--- src/design/cfg_pkg.sv ---
package cfg_pkg;

    // ----------------------------------------------------------------------
    // Widths
    // ----------------------------------------------------------------------
    localparam int data_w    = 32;
    localparam int addr_w    = 64;
    localparam int offset_w  = 16;

    // Record layout below is built around exactly eight setup words
    localparam int seq_words = 8;

    // ----------------------------------------------------------------------
    // Response buffer classes
    // ----------------------------------------------------------------------
    typedef enum logic [1:0] {
        buf_none         = 2'd0,
        buf_cu_setup     = 2'd1,
        buf_engine_setup = 2'd2,
        buf_data         = 2'd3
    } buffer_class_t;

    // One memory response word
    typedef struct packed {
        logic                valid;
        buffer_class_t       buffer_class;
        logic [offset_w-1:0] offset;
        logic [data_w-1:0]   data;
    } mem_word_t;

    // ----------------------------------------------------------------------
    // Engine configuration record
    // ----------------------------------------------------------------------
    typedef struct packed {
        logic mode_counter;
        logic mode_buffer;
        logic mode_sequence;
        logic decrement;
        logic increment;
    } cfg_flags_t;

    typedef struct packed {
        cfg_flags_t          flags;
        logic [data_w-1:0]   index_start;
        logic [data_w-1:0]   index_end;
        logic [data_w-1:0]   stride;
        logic [data_w-2:0]   granularity;
        logic                direction;
        logic [addr_w-1:0]   array_pointer;
        logic [data_w-1:0]   array_size;
    } engine_config_t;

    // FIFO levels and read strobe
    typedef struct packed {
        logic full;
        logic empty;
        logic prog_full;
        logic valid;
    } fifo_status_t;

endpackage : cfg_pkg

--- src/design/response_filter.sv ---
`timescale 1ns/1ns

module response_filter #(
    parameter int unsigned engine_slot = 0
) (
    input  logic              ap_clk,
    input  logic              arst_n,
    input  cfg_pkg::mem_word_t resp_in,
    output logic              push,
    output cfg_pkg::mem_word_t word
);

    // ----------------------------------------------------------------------
    // Offset window of this engine
    // ----------------------------------------------------------------------
    localparam logic [cfg_pkg::offset_w-1:0] win_lo =
        cfg_pkg::offset_w'(engine_slot * cfg_pkg::seq_words);
    localparam logic [cfg_pkg::offset_w-1:0] win_hi =
        cfg_pkg::offset_w'((engine_slot + 1) * cfg_pkg::seq_words);

    logic valid_q;
    logic class_ok;
    logic window_ok;

    // Strobe state
    always_ff @(posedge ap_clk or negedge arst_n) begin
        if (!arst_n) begin
            valid_q <= 1'b0;
        end else begin
            valid_q <= resp_in.valid;
        end
    end

    // Word contents, qualified by valid_q
    always_ff @(posedge ap_clk) begin
        word <= resp_in;
    end

    // Only setup traffic is of interest
    assign class_ok = (word.buffer_class == cfg_pkg::buf_cu_setup) ||
                      (word.buffer_class == cfg_pkg::buf_engine_setup);

    assign window_ok = (word.offset >= win_lo) && (word.offset < win_hi);

    assign push = valid_q && class_ok && window_ok;

    // A push always traces back to a setup word seen at the input
    a_push_setup_only : assert property (
        @(posedge ap_clk) disable iff (!arst_n)
        push |-> ($past(resp_in.buffer_class) == cfg_pkg::buf_cu_setup) ||
                 ($past(resp_in.buffer_class) == cfg_pkg::buf_engine_setup)
    );

endmodule : response_filter

--- src/design/sync_fifo.sv ---
`timescale 1ns/1ns

module sync_fifo #(
    parameter type payload_t   = logic,
    parameter int  depth       = 16,
    parameter int  prog_thresh = 8
) (
    input  logic                  ap_clk,
    input  logic                  arst_n,
    input  logic                  wr_en,
    input  payload_t              din,
    input  logic                  rd_en,
    output payload_t              dout,
    output cfg_pkg::fifo_status_t status
);

    localparam int ptr_w = (depth > 1) ? $clog2(depth) : 1;
    localparam int cnt_w = $clog2(depth + 1);

    payload_t mem [depth];

    logic [ptr_w-1:0] wr_ptr;
    logic [ptr_w-1:0] rd_ptr;
    logic [cnt_w-1:0] count;
    logic             valid_q;
    logic             full;
    logic             empty;
    logic             wr_acc;
    logic             rd_acc;

    assign full   = (count == cnt_w'(depth));
    assign empty  = (count == '0);

    // Requests that hit a full or empty buffer are dropped
    assign wr_acc = wr_en && !full;
    assign rd_acc = rd_en && !empty;

    // ----------------------------------------------------------------------
    // Pointers and level
    // ----------------------------------------------------------------------
    always_ff @(posedge ap_clk or negedge arst_n) begin
        if (!arst_n) begin
            wr_ptr  <= '0;
            rd_ptr  <= '0;
            count   <= '0;
            valid_q <= 1'b0;
        end else begin
            valid_q <= rd_acc;
            if (wr_acc) begin
                wr_ptr <= (wr_ptr == ptr_w'(depth - 1)) ? '0 : wr_ptr + 1'b1;
            end
            if (rd_acc) begin
                rd_ptr <= (rd_ptr == ptr_w'(depth - 1)) ? '0 : rd_ptr + 1'b1;
            end
            case ({wr_acc, rd_acc})
                2'b10:   count <= count + 1'b1;
                2'b01:   count <= count - 1'b1;
                default: count <= count;
            endcase
        end
    end

    // ----------------------------------------------------------------------
    // Storage and registered read port
    // ----------------------------------------------------------------------
    always_ff @(posedge ap_clk) begin
        if (wr_acc) begin
            mem[wr_ptr] <= din;
        end
    end

    always_ff @(posedge ap_clk) begin
        if (rd_acc) begin
            dout <= mem[rd_ptr];
        end
    end

    always_comb begin
        status.full      = full;
        status.empty     = empty;
        status.prog_full = (count >= cnt_w'(prog_thresh));
        status.valid     = valid_q;
    end

    // The writer is expected to watch prog_full and hold off in time
    a_no_write_full : assert property (
        @(posedge ap_clk) disable iff (!arst_n)
        wr_en |-> !full
    );

endmodule : sync_fifo

--- src/design/config_assembler.sv ---
`timescale 1ns/1ns

module config_assembler #(
    parameter int unsigned engine_slot = 0
) (
    input  logic                    ap_clk,
    input  logic                    arst_n,
    input  cfg_pkg::mem_word_t      word,
    input  cfg_pkg::fifo_status_t   word_status,
    output logic                    word_pop,
    input  cfg_pkg::fifo_status_t   record_status,
    output logic                    record_push,
    output cfg_pkg::engine_config_t record
);

    localparam logic [cfg_pkg::offset_w-1:0] win_lo =
        cfg_pkg::offset_w'(engine_slot * cfg_pkg::seq_words);

    logic                          assembling;
    logic [cfg_pkg::seq_words-1:0] idx;
    logic                          start;
    logic                          take;

    // ----------------------------------------------------------------------
    // Pop side
    // ----------------------------------------------------------------------
    // Hold off while the record buffer fills or a record is going out
    assign word_pop = !word_status.empty && !record_status.prog_full && !record_push;

    // A new record only begins on the first word of the window
    assign start = (word.offset == win_lo);
    assign take  = word_status.valid && (assembling || start);

    // ----------------------------------------------------------------------
    // Sequence tracking
    // ----------------------------------------------------------------------
    // idx is one-hot and sits on bit 0 while idle
    always_ff @(posedge ap_clk or negedge arst_n) begin
        if (!arst_n) begin
            assembling  <= 1'b0;
            idx         <= cfg_pkg::seq_words'(1);
            record_push <= 1'b0;
        end else begin
            record_push <= 1'b0;
            if (take) begin
                if (idx[cfg_pkg::seq_words-1]) begin
                    assembling  <= 1'b0;
                    idx         <= cfg_pkg::seq_words'(1);
                    record_push <= 1'b1;
                end else begin
                    assembling <= 1'b1;
                    idx        <= idx << 1;
                end
            end
        end
    end

    // ----------------------------------------------------------------------
    // Record fields
    // ----------------------------------------------------------------------
    always_ff @(posedge ap_clk) begin
        if (take) begin
            unique case (1'b1)
                idx[0]: begin
                    record.flags.increment     <= word.data[0];
                    record.flags.decrement     <= word.data[1];
                    record.flags.mode_sequence <= word.data[2];
                    record.flags.mode_buffer   <= word.data[3];
                    record.flags.mode_counter  <= word.data[4];
                end
                idx[1]: record.index_start <= word.data;
                idx[2]: record.index_end   <= word.data;
                idx[3]: record.stride      <= word.data;
                idx[4]: begin
                    record.granularity <= word.data[cfg_pkg::data_w-2:0];
                    record.direction   <= word.data[cfg_pkg::data_w-1];
                end
                // Pointer arrives low half first
                idx[5]: record.array_pointer[cfg_pkg::data_w-1:0] <= word.data;
                idx[6]: begin
                    record.array_pointer[cfg_pkg::addr_w-1:cfg_pkg::data_w] <= word.data;
                end
                idx[7]: record.array_size <= word.data;
            endcase
        end
    end

    // prog_full gating on pops must leave room for every record
    a_no_push_full : assert property (
        @(posedge ap_clk) disable iff (!arst_n)
        record_push |-> !record_status.full
    );

endmodule : config_assembler

--- src/design/engine_config_loader.sv ---
`timescale 1ns/1ns

module engine_config_loader #(
    parameter int unsigned engine_slot = 0,
    parameter int          fifo_depth  = 16,
    parameter int          prog_thresh = 8
) (
    input  logic                    ap_clk,
    input  logic                    arst_n,
    input  cfg_pkg::mem_word_t      resp_in,
    output logic                    resp_prog_full,
    input  logic                    config_take,
    output logic                    config_valid,
    output cfg_pkg::engine_config_t config_out
);

    logic                    word_push;
    cfg_pkg::mem_word_t      word_din;
    cfg_pkg::mem_word_t      word_dout;
    cfg_pkg::fifo_status_t   word_status;
    logic                    word_pop;
    logic                    record_push;
    cfg_pkg::engine_config_t record_din;
    cfg_pkg::fifo_status_t   record_status;

    // ----------------------------------------------------------------------
    // Response side
    // ----------------------------------------------------------------------
    response_filter #(
        .engine_slot (engine_slot)
    ) filter0 (
        .ap_clk  (ap_clk),
        .arst_n  (arst_n),
        .resp_in (resp_in),
        .push    (word_push),
        .word    (word_din)
    );

    sync_fifo #(
        .payload_t   (cfg_pkg::mem_word_t),
        .depth       (fifo_depth),
        .prog_thresh (prog_thresh)
    ) word_fifo (
        .ap_clk (ap_clk),
        .arst_n (arst_n),
        .wr_en  (word_push),
        .din    (word_din),
        .rd_en  (word_pop),
        .dout   (word_dout),
        .status (word_status)
    );

    // ----------------------------------------------------------------------
    // Record side
    // ----------------------------------------------------------------------
    config_assembler #(
        .engine_slot (engine_slot)
    ) assembler0 (
        .ap_clk        (ap_clk),
        .arst_n        (arst_n),
        .word          (word_dout),
        .word_status   (word_status),
        .word_pop      (word_pop),
        .record_status (record_status),
        .record_push   (record_push),
        .record        (record_din)
    );

    sync_fifo #(
        .payload_t   (cfg_pkg::engine_config_t),
        .depth       (fifo_depth),
        .prog_thresh (prog_thresh)
    ) record_fifo (
        .ap_clk (ap_clk),
        .arst_n (arst_n),
        .wr_en  (record_push),
        .din    (record_din),
        .rd_en  (config_take),
        .dout   (config_out),
        .status (record_status)
    );

    assign resp_prog_full = word_status.prog_full;
    assign config_valid   = record_status.valid;

endmodule : engine_config_loader

--- config.mk ---
export PLATFORM = sky130hd
export DESIGN_NAME = engine_config_loader
export DESIGN_NICKNAME = d
export VERILOG_FILES = /design/src/design/cfg_pkg.sv /design/src/design/response_filter.sv /design/src/design/sync_fifo.sv /design/src/design/config_assembler.sv /design/src/design/engine_config_loader.sv
export SDC_FILE = /design/constraint.sdc
export NUM_CORES = 2
export LEC_CHECK = 0
export BUFFER_PORTS_ARGS = -buffer_cell sky130_fd_sc_hd__buf_2
export CELL_PAD_IN_SITES_DETAIL_PLACEMENT = 1
export CELL_PAD_IN_SITES_GLOBAL_PLACEMENT = 2
export CORE_MARGIN = 3
export CORE_UTILIZATION = 40
export CTS_CLUSTER_DIAMETER = 40
export DETAILED_ROUTE_END_ITERATION = 16
export GPL_ROUTABILITY_DRIVEN = 0
export PLACE_DENSITY = 0.66
export SETUP_SLACK_MARGIN = 0.02
export SLEW_MARGIN = 10
export SYNTH_ARGS = -nofsm -noshare
export SYNTH_HDL_FRONTEND = slang
export SYNTH_MEMORY_MAX_BITS = 65536
export SYNTH_SLANG_ARGS = --single-unit
--- constraint.sdc ---
create_clock -name ap_clk -period 22.8 [get_ports ap_clk]
set_clock_uncertainty 0.15 [all_clocks]
set_input_delay 1.14 -clock ap_clk [delete_from_list [all_inputs] [get_ports ap_clk]]
set_output_delay 1.14 -clock ap_clk [all_outputs]
set_load 0.01 [all_outputs]
# Word level (Yosys, flattened, before mapping)
# Memory sizes are Yosys's and may differ from the RTL's. A register that Yosys moved wholly into a read port is not among the register bits.
# Index checks and enable logic that the tools add are counted.
[totals] ff_bits=319 mem_bits_rw=4480 input_bits=54 wordCells=100 n_memories=2
[memory_table] name="record_fifo.mem" words=16 width=229 rd=1 rd_ports_with_merged_regs=1 wr=1 line_no="sync_fifo.sv:20" rtl="payload_t mem [depth];"
[memory_table] name="word_fifo.mem" words=16 width=51 rd=1 rd_ports_with_merged_regs=1 wr=1 line_no="sync_fifo.sv:20"
[op_classes] addsub=8 order_cmp=4 eq_ne=12 mux=14 n_reduce_logical=31
[ops] cell="case mux 5 bit (2 select lines)" n=2
[ops] cell="adder 4 x 1 -> 4 bit (second input constant)" n=4
[ops] cell="== test 4 bit (second input constant)" n=4
[ops] cell="greater-or-equal comparator 16 x 1 -> 1 bit (second input constant)" n=1
[ops] cell="logical NOT 16 bit" n=1
[ops] cell="less-than comparator 16 x 4 -> 1 bit (second input constant)" n=1
[ops] cell="2-to-1 mux 4 bit" n=4
[ops] cell="AND reduction 2 bit" n=8
[ops] cell="adder 5 x 1 -> 5 bit (second input constant)" n=2
[ops] cell="== test 5 bit (second input constant)" n=2
[ops] cell="greater-or-equal comparator 5 x 4 -> 1 bit (second input constant)" n=2
[ops] cell="logical AND 1 bit" n=10
[ops] cell="logical NOT 5 bit" n=2
[ops] cell="subtractor 5 x 1 -> 5 bit (second input constant)" n=2
[ops] cell="2-to-1 mux 8 bit" n=1
[ops] cell="2-to-1 mux 1 bit" n=7
[ops] cell="== test 2 x 1 -> 1 bit (second input constant)" n=3
[ops] cell="== test 2 bit (second input constant)" n=3
[ops] cell="logical NOT 1 bit" n=6
[ops] cell="nonzero test 2 bit" n=2
[ops] cell="logical OR 1 bit" n=2

# Logic depth before layout (Yosys ltp)
[depth] depth_word=7 depth_mapped=13 mapped_depth_nobuf=12

# Hierarchy
# From an unflattened synthesis, not the netlist that was laid out.
[hier_totals] hier_cells=8261 area_unflattened_um2=190039.8
[by_module_without_submodules] mod="sync_fifo at record_fifo" n_inst=1 cells_per_inst=6417 area_per_inst_um2=147891.8 seq_area_each_um2=117252.5
[by_module_without_submodules] mod="sync_fifo at word_fifo" n_inst=1 cells_per_inst=1512 area_per_inst_um2=33631.0 seq_area_each_um2=26385.3
[by_module_without_submodules] mod="config_assembler" n_inst=1 cells_per_inst=274 area_per_inst_um2=7420.9 seq_area_each_um2=7128.1
[by_module_without_submodules] mod="response_filter" n_inst=1 cells_per_inst=58 area_per_inst_um2=1096.1 seq_area_each_um2=1046.0

# Worst setup path before layout
# No wires, ideal clock.
[synth_timing] kind="register to register" start="register record_fifo.count[0]" end="memory record_fifo.mem[3][0] (netlist bit) (enable)" setup_time_ns=1.098 t_arrival_ns=16.498 required_time_ns=21.552 setup_slack_ns=5.054 stages_incl_launch_ff=6 n_path_buf=1 synth_period_minus_slack_ns=17.746 cell_sequence="dfrtp_1 > or4_1 > o21a_1 > clkbuf_1 > nand2_1 > nor3_1"
[synth_via] elab_chain_cells=5
[synth_lines] item="start: declaration" line_no="sync_fifo.sv:24" rtl="logic [cnt_w-1:0] count;"
[synth_lines] item="start signal: assignment" line_no="sync_fifo.sv:56" rtl="2'b10: count <= count + 1'b1;"
[synth_lines] item="start signal: assignment" line_no="sync_fifo.sv:57" rtl="2'b01: count <= count - 1'b1;"
[synth_lines] item="start signal: assignment" line_no="sync_fifo.sv:58" rtl="default: count <= count;"
[synth_lines] item="== test 5 bit" line_no="sync_fifo.sv:31" rtl="assign full = (count == cnt_w'(depth));"
[synth_lines] item="logical NOT 1 bit" line_no="sync_fifo.sv:35" rtl="assign wr_acc = wr_en && !full;"
[synth_lines] item="logical AND 1 bit" line_no="sync_fifo.sv:35"
[synth_lines] item="2-to-1 mux 1 bit" line_no="sync_fifo.sv:67" rtl="if (wr_acc) begin"
[synth_lines] item="2-to-1 mux 1 bit (not written as such)" line_no="sync_fifo.sv:68" rtl="mem[wr_ptr] <= din;"
[synth_lines] item="end: declaration" line_no="sync_fifo.sv:20"
# Every way passes these cells.

==> impl_results.md <==
- Sequential element share of the synthesized area: 81.2%
- Buffer depth of the longest clock path: 4
- Slew headroom: -3.03%
- Buffers & Inverters on Critical Path: 5
- I/O Buffers: 284
- Worst Setup End Kind: flop
- Peak per-stage delay on the critical path: 0.99 ns
- Cells after DPL: 13600
- Number of distinct library cells after synthesis: 49
- Maximum VDD drop: 96.5 uV
- Num Clock Sinks: 5027
- Mapped Nets: 7376
- Layout cell share with drive strength beyond 1: 32.8%
- Clock power share: 38.1%
- Hold Path Class: in -> reg
- Cell with the most instances on the worst path: buf_4
- RSZ-0062 raised after global routing: no
- Syn Area/Cell: 25.3 um^2
- Place WS: 16.39 ns
- Mapped Area: 185000 um^2
- Tot GR Track Use: 20.0%
- Clock transition at path regs: 0.06 ns
- Main synth FF type: edfxtp_1
- TritonRoute pass-1 iters: 6
- Total power: 26.8 mW
- Final Util: 47.0%
- DR vias: 83600
- Dpl hpwl: 233000 um
- Layout Nets: 8170
- Slowest cell on the critical path: buf_4
- Crit-path leading delay family: buffers and inverters
- Status: complete, but fails checks
- Number of CTS-inserted buffers: 640
- Fmax: 159 MHz
- Sequential power share: 41.2%
- CP Class: reg -> reg
- Drt via density: 5.62
- Routed Antenna Nets: 0
- CTS root buffer: clkbuf_16
- Ys Warns: 0
- Fin. Hold Viols: 0
- Psw: 7.40 mW
- Register bit total from synthesis: 5027
- Final cycle utilization of the critical path: 27.6%
- Final WS setup: 16.51 ns
- Initial antenna violation count: 69
- Comb pwr share: 20.7%
- Power per cell area: 124 nW/um^2
- First-pass GRT wire length: 675000 um
- Final setup fails: 0
- Worst Max-Slew Pin Slew: 1.55 ns
- WHS: 0.0967 ns
- Grt total ovfl: 0
- Sw Ratio: 27.6%
- Design area: 216000 um^2
- CTS resizes: 0
- Setup TNS: 0 ns
- Post-Route WL: 477000 um
- Async S/R FF share, synth: 0.776%
- Vias in the first global route: 89300
- Area Overhead vs Synth: 16.9%
- Leak: 68.2 nW
- I/O pin count: 285
- Insertion delay to the later sink of the worst-skew pair: 1.05 ns
- Post-route DRC: 0
- Critical Path Fanout Max: 127
- Max-slew violations: 38
- Commonest non-fill, non-tap cells in the layout: edfxtp_1 (4938), mux4_2 (1241), clkbuf_16 (652)
- CP required: 23.44 ns
- Largest net degree at the start of global routing: 128
- CP Cell Sequence: buf_4 > buf_12 > buf_4 > buf_4 > buf_4 > mux4_2 > mux4_2
- Placement row count: 249
- Starting density of the core: 40.2%
- Most common cell after layout, fill and taps aside: edfxtp_1
- Startpoint types: flop
- Worst EP arrival: 6.93 ns
- Cell-internal power: 19.4 mW
- Max_cap viols: 0
- CTS tree: yes
- H-tree levels: 6
- Post-Place Cell Area: 194000 um^2
- Placeable Area: 460000 um^2
- Failing checks: slew limit
- Final non-filler cell total: 14900
- Postcts setup bufs: 0
- Die footprint: 471000 um^2
- DRT iter0 DRCs: 9879
- Wirelength per Cell: 32.1 um
- Width of the die: 686 um
- Vert. Die Dim: 686 um
- Post-synth EDFFs: 4938
- Fin crit period: 6.29 ns
- Post-Synthesis Cells: 7302
==> synth_stat cells, types with 3 or more instances <==
cell type / number / area share [%]
xor2_1: 4 / 0.019
o21a_1: 3 / 0.012
nand2_1: 69 / 0.14
buf_4: 67 / 0.27
dfxtp_1: 50 / 0.54
nand3b_1: 6 / 0.024
a22oi_1: 48 / 0.19
mux2_2: 21 / 0.13
nand3_1: 6 / 0.016
mux2_1: 32 / 0.19
mux2i_1: 145 / 0.78
inv_1: 20 / 0.041
buf_1: 18 / 0.037
and2_1: 24 / 0.081
edfxtp_1: 4938 / 80
a221oi_1: 48 / 0.23
dfrtp_1: 38 / 0.51
a21o_1: 3 / 0.012
a21oi_1: 57 / 0.15
buf_2: 58 / 0.16
nor3_1: 4 / 0.011
ha_1: 18 / 0.12
buf_6: 28 / 0.17
nor2b_1: 3 / 0.010
inv_2: 4 / 0.0081
o21ai_0: 73 / 0.20
nor4_1: 7 / 0.024
nor2_1: 13 / 0.026
a31oi_1: 3 / 0.010
mux4_2: 1241 / 15
clkbuf_1: 175 / 0.35
xnor2_1: 9 / 0.043
nand4_1: 3 / 0.010
o21ai_1: 46 / 0.12
==> layout make-up <==
type                       instances  area, um^2
clock inverter                   452        5120
fill                           40700      244000
tap                             6149        7690
multi-input combinational       1904       33000
sequential                      5027      150000
antenna                           82         205
inverter                          24        90.1
timing repair buffer             499        3270
clock buffer                     733       16700
==> flip-flops by register name, indices dropped and copies added (netlist names), 4 cells and up <==
signal / count
filter0.word: 50
record_fifo.count: 5
word_fifo.dout: 48
word_fifo.count: 5
record_fifo.dout: 229
word_fifo.wr_ptr: 4
record_fifo.rd_ptr: 4
word_fifo.mem: 768
assembler0.idx: 8
assembler0.record: 229
record_fifo.mem: 3664
word_fifo.rd_ptr: 4
record_fifo.wr_ptr: 4
==> power by group through the flow <==
stage / sequential, mW / clock, mW / combinational [mW]
after floorplan: 11.0 / 0 / 3.85
after global routing: 11.1 / 10.8 / 5.94
final: 11.0 / 10.2 / 5.56
after detailed placement: 11.2 / 0 / 5.68
after global placement: 11.2 / 0 / 5.62
after CTS: 11.1 / 10.4 / 5.70
==> repair_timing <==
action                     4_1_cts  5_1_grt
setup endpoints to repair        0        0
hold endpoints to repair        14        0
hold buffers                    14        0
==> cell families after synthesis <==
family	Yosys count	share of synthesized area, %
AND/OR/NAND/NOR	147	0.391
multiplexers	1439	16.2
XOR/XNOR	13	0.0615
AO/OA/AOI/OAI	285	0.954
adder cells (fa/ha/maj)	20	0.143
flip-flops	5027	81.2
buffers and inverters	371	1.04
==> layer usage <==
layer / global-route usage, % / up-vias / share of wire [%]
met4: 5.36 / 10 / 2.3
met2: 33.5 / 3491 / 50
met1: 27.8 / 46000 / 41
met5: 0 / - / 0.0098
li1: - / 33400 / -
met3: 2.93 / 682 / 7.1
==> worst paths after layout <==
| kind | start | endpoint | slack (ns) | cells past startpoint |
|---|---|---|---|---|
| max | record_fifo.rd_ptr[1] | record_fifo.dout[169] | 16.51 | 7 |
| min | resp_in[14] | filter0.word[14] | 0.1 | 1 |
| min in group asynchronous | arst_n | filter0.valid_q | 0.11 | 2 |
| max reg2reg | record_fifo.rd_ptr[1] | record_fifo.dout[169] | 16.51 | 7 |
| min reg2reg | word_fifo.valid_q | assembler0.assembling | 0.34 | 1 |
| max in group asynchronous | arst_n | record_fifo.rd_ptr[0] | 21.72 | 2 |
(Power assumes the default switching activity.)
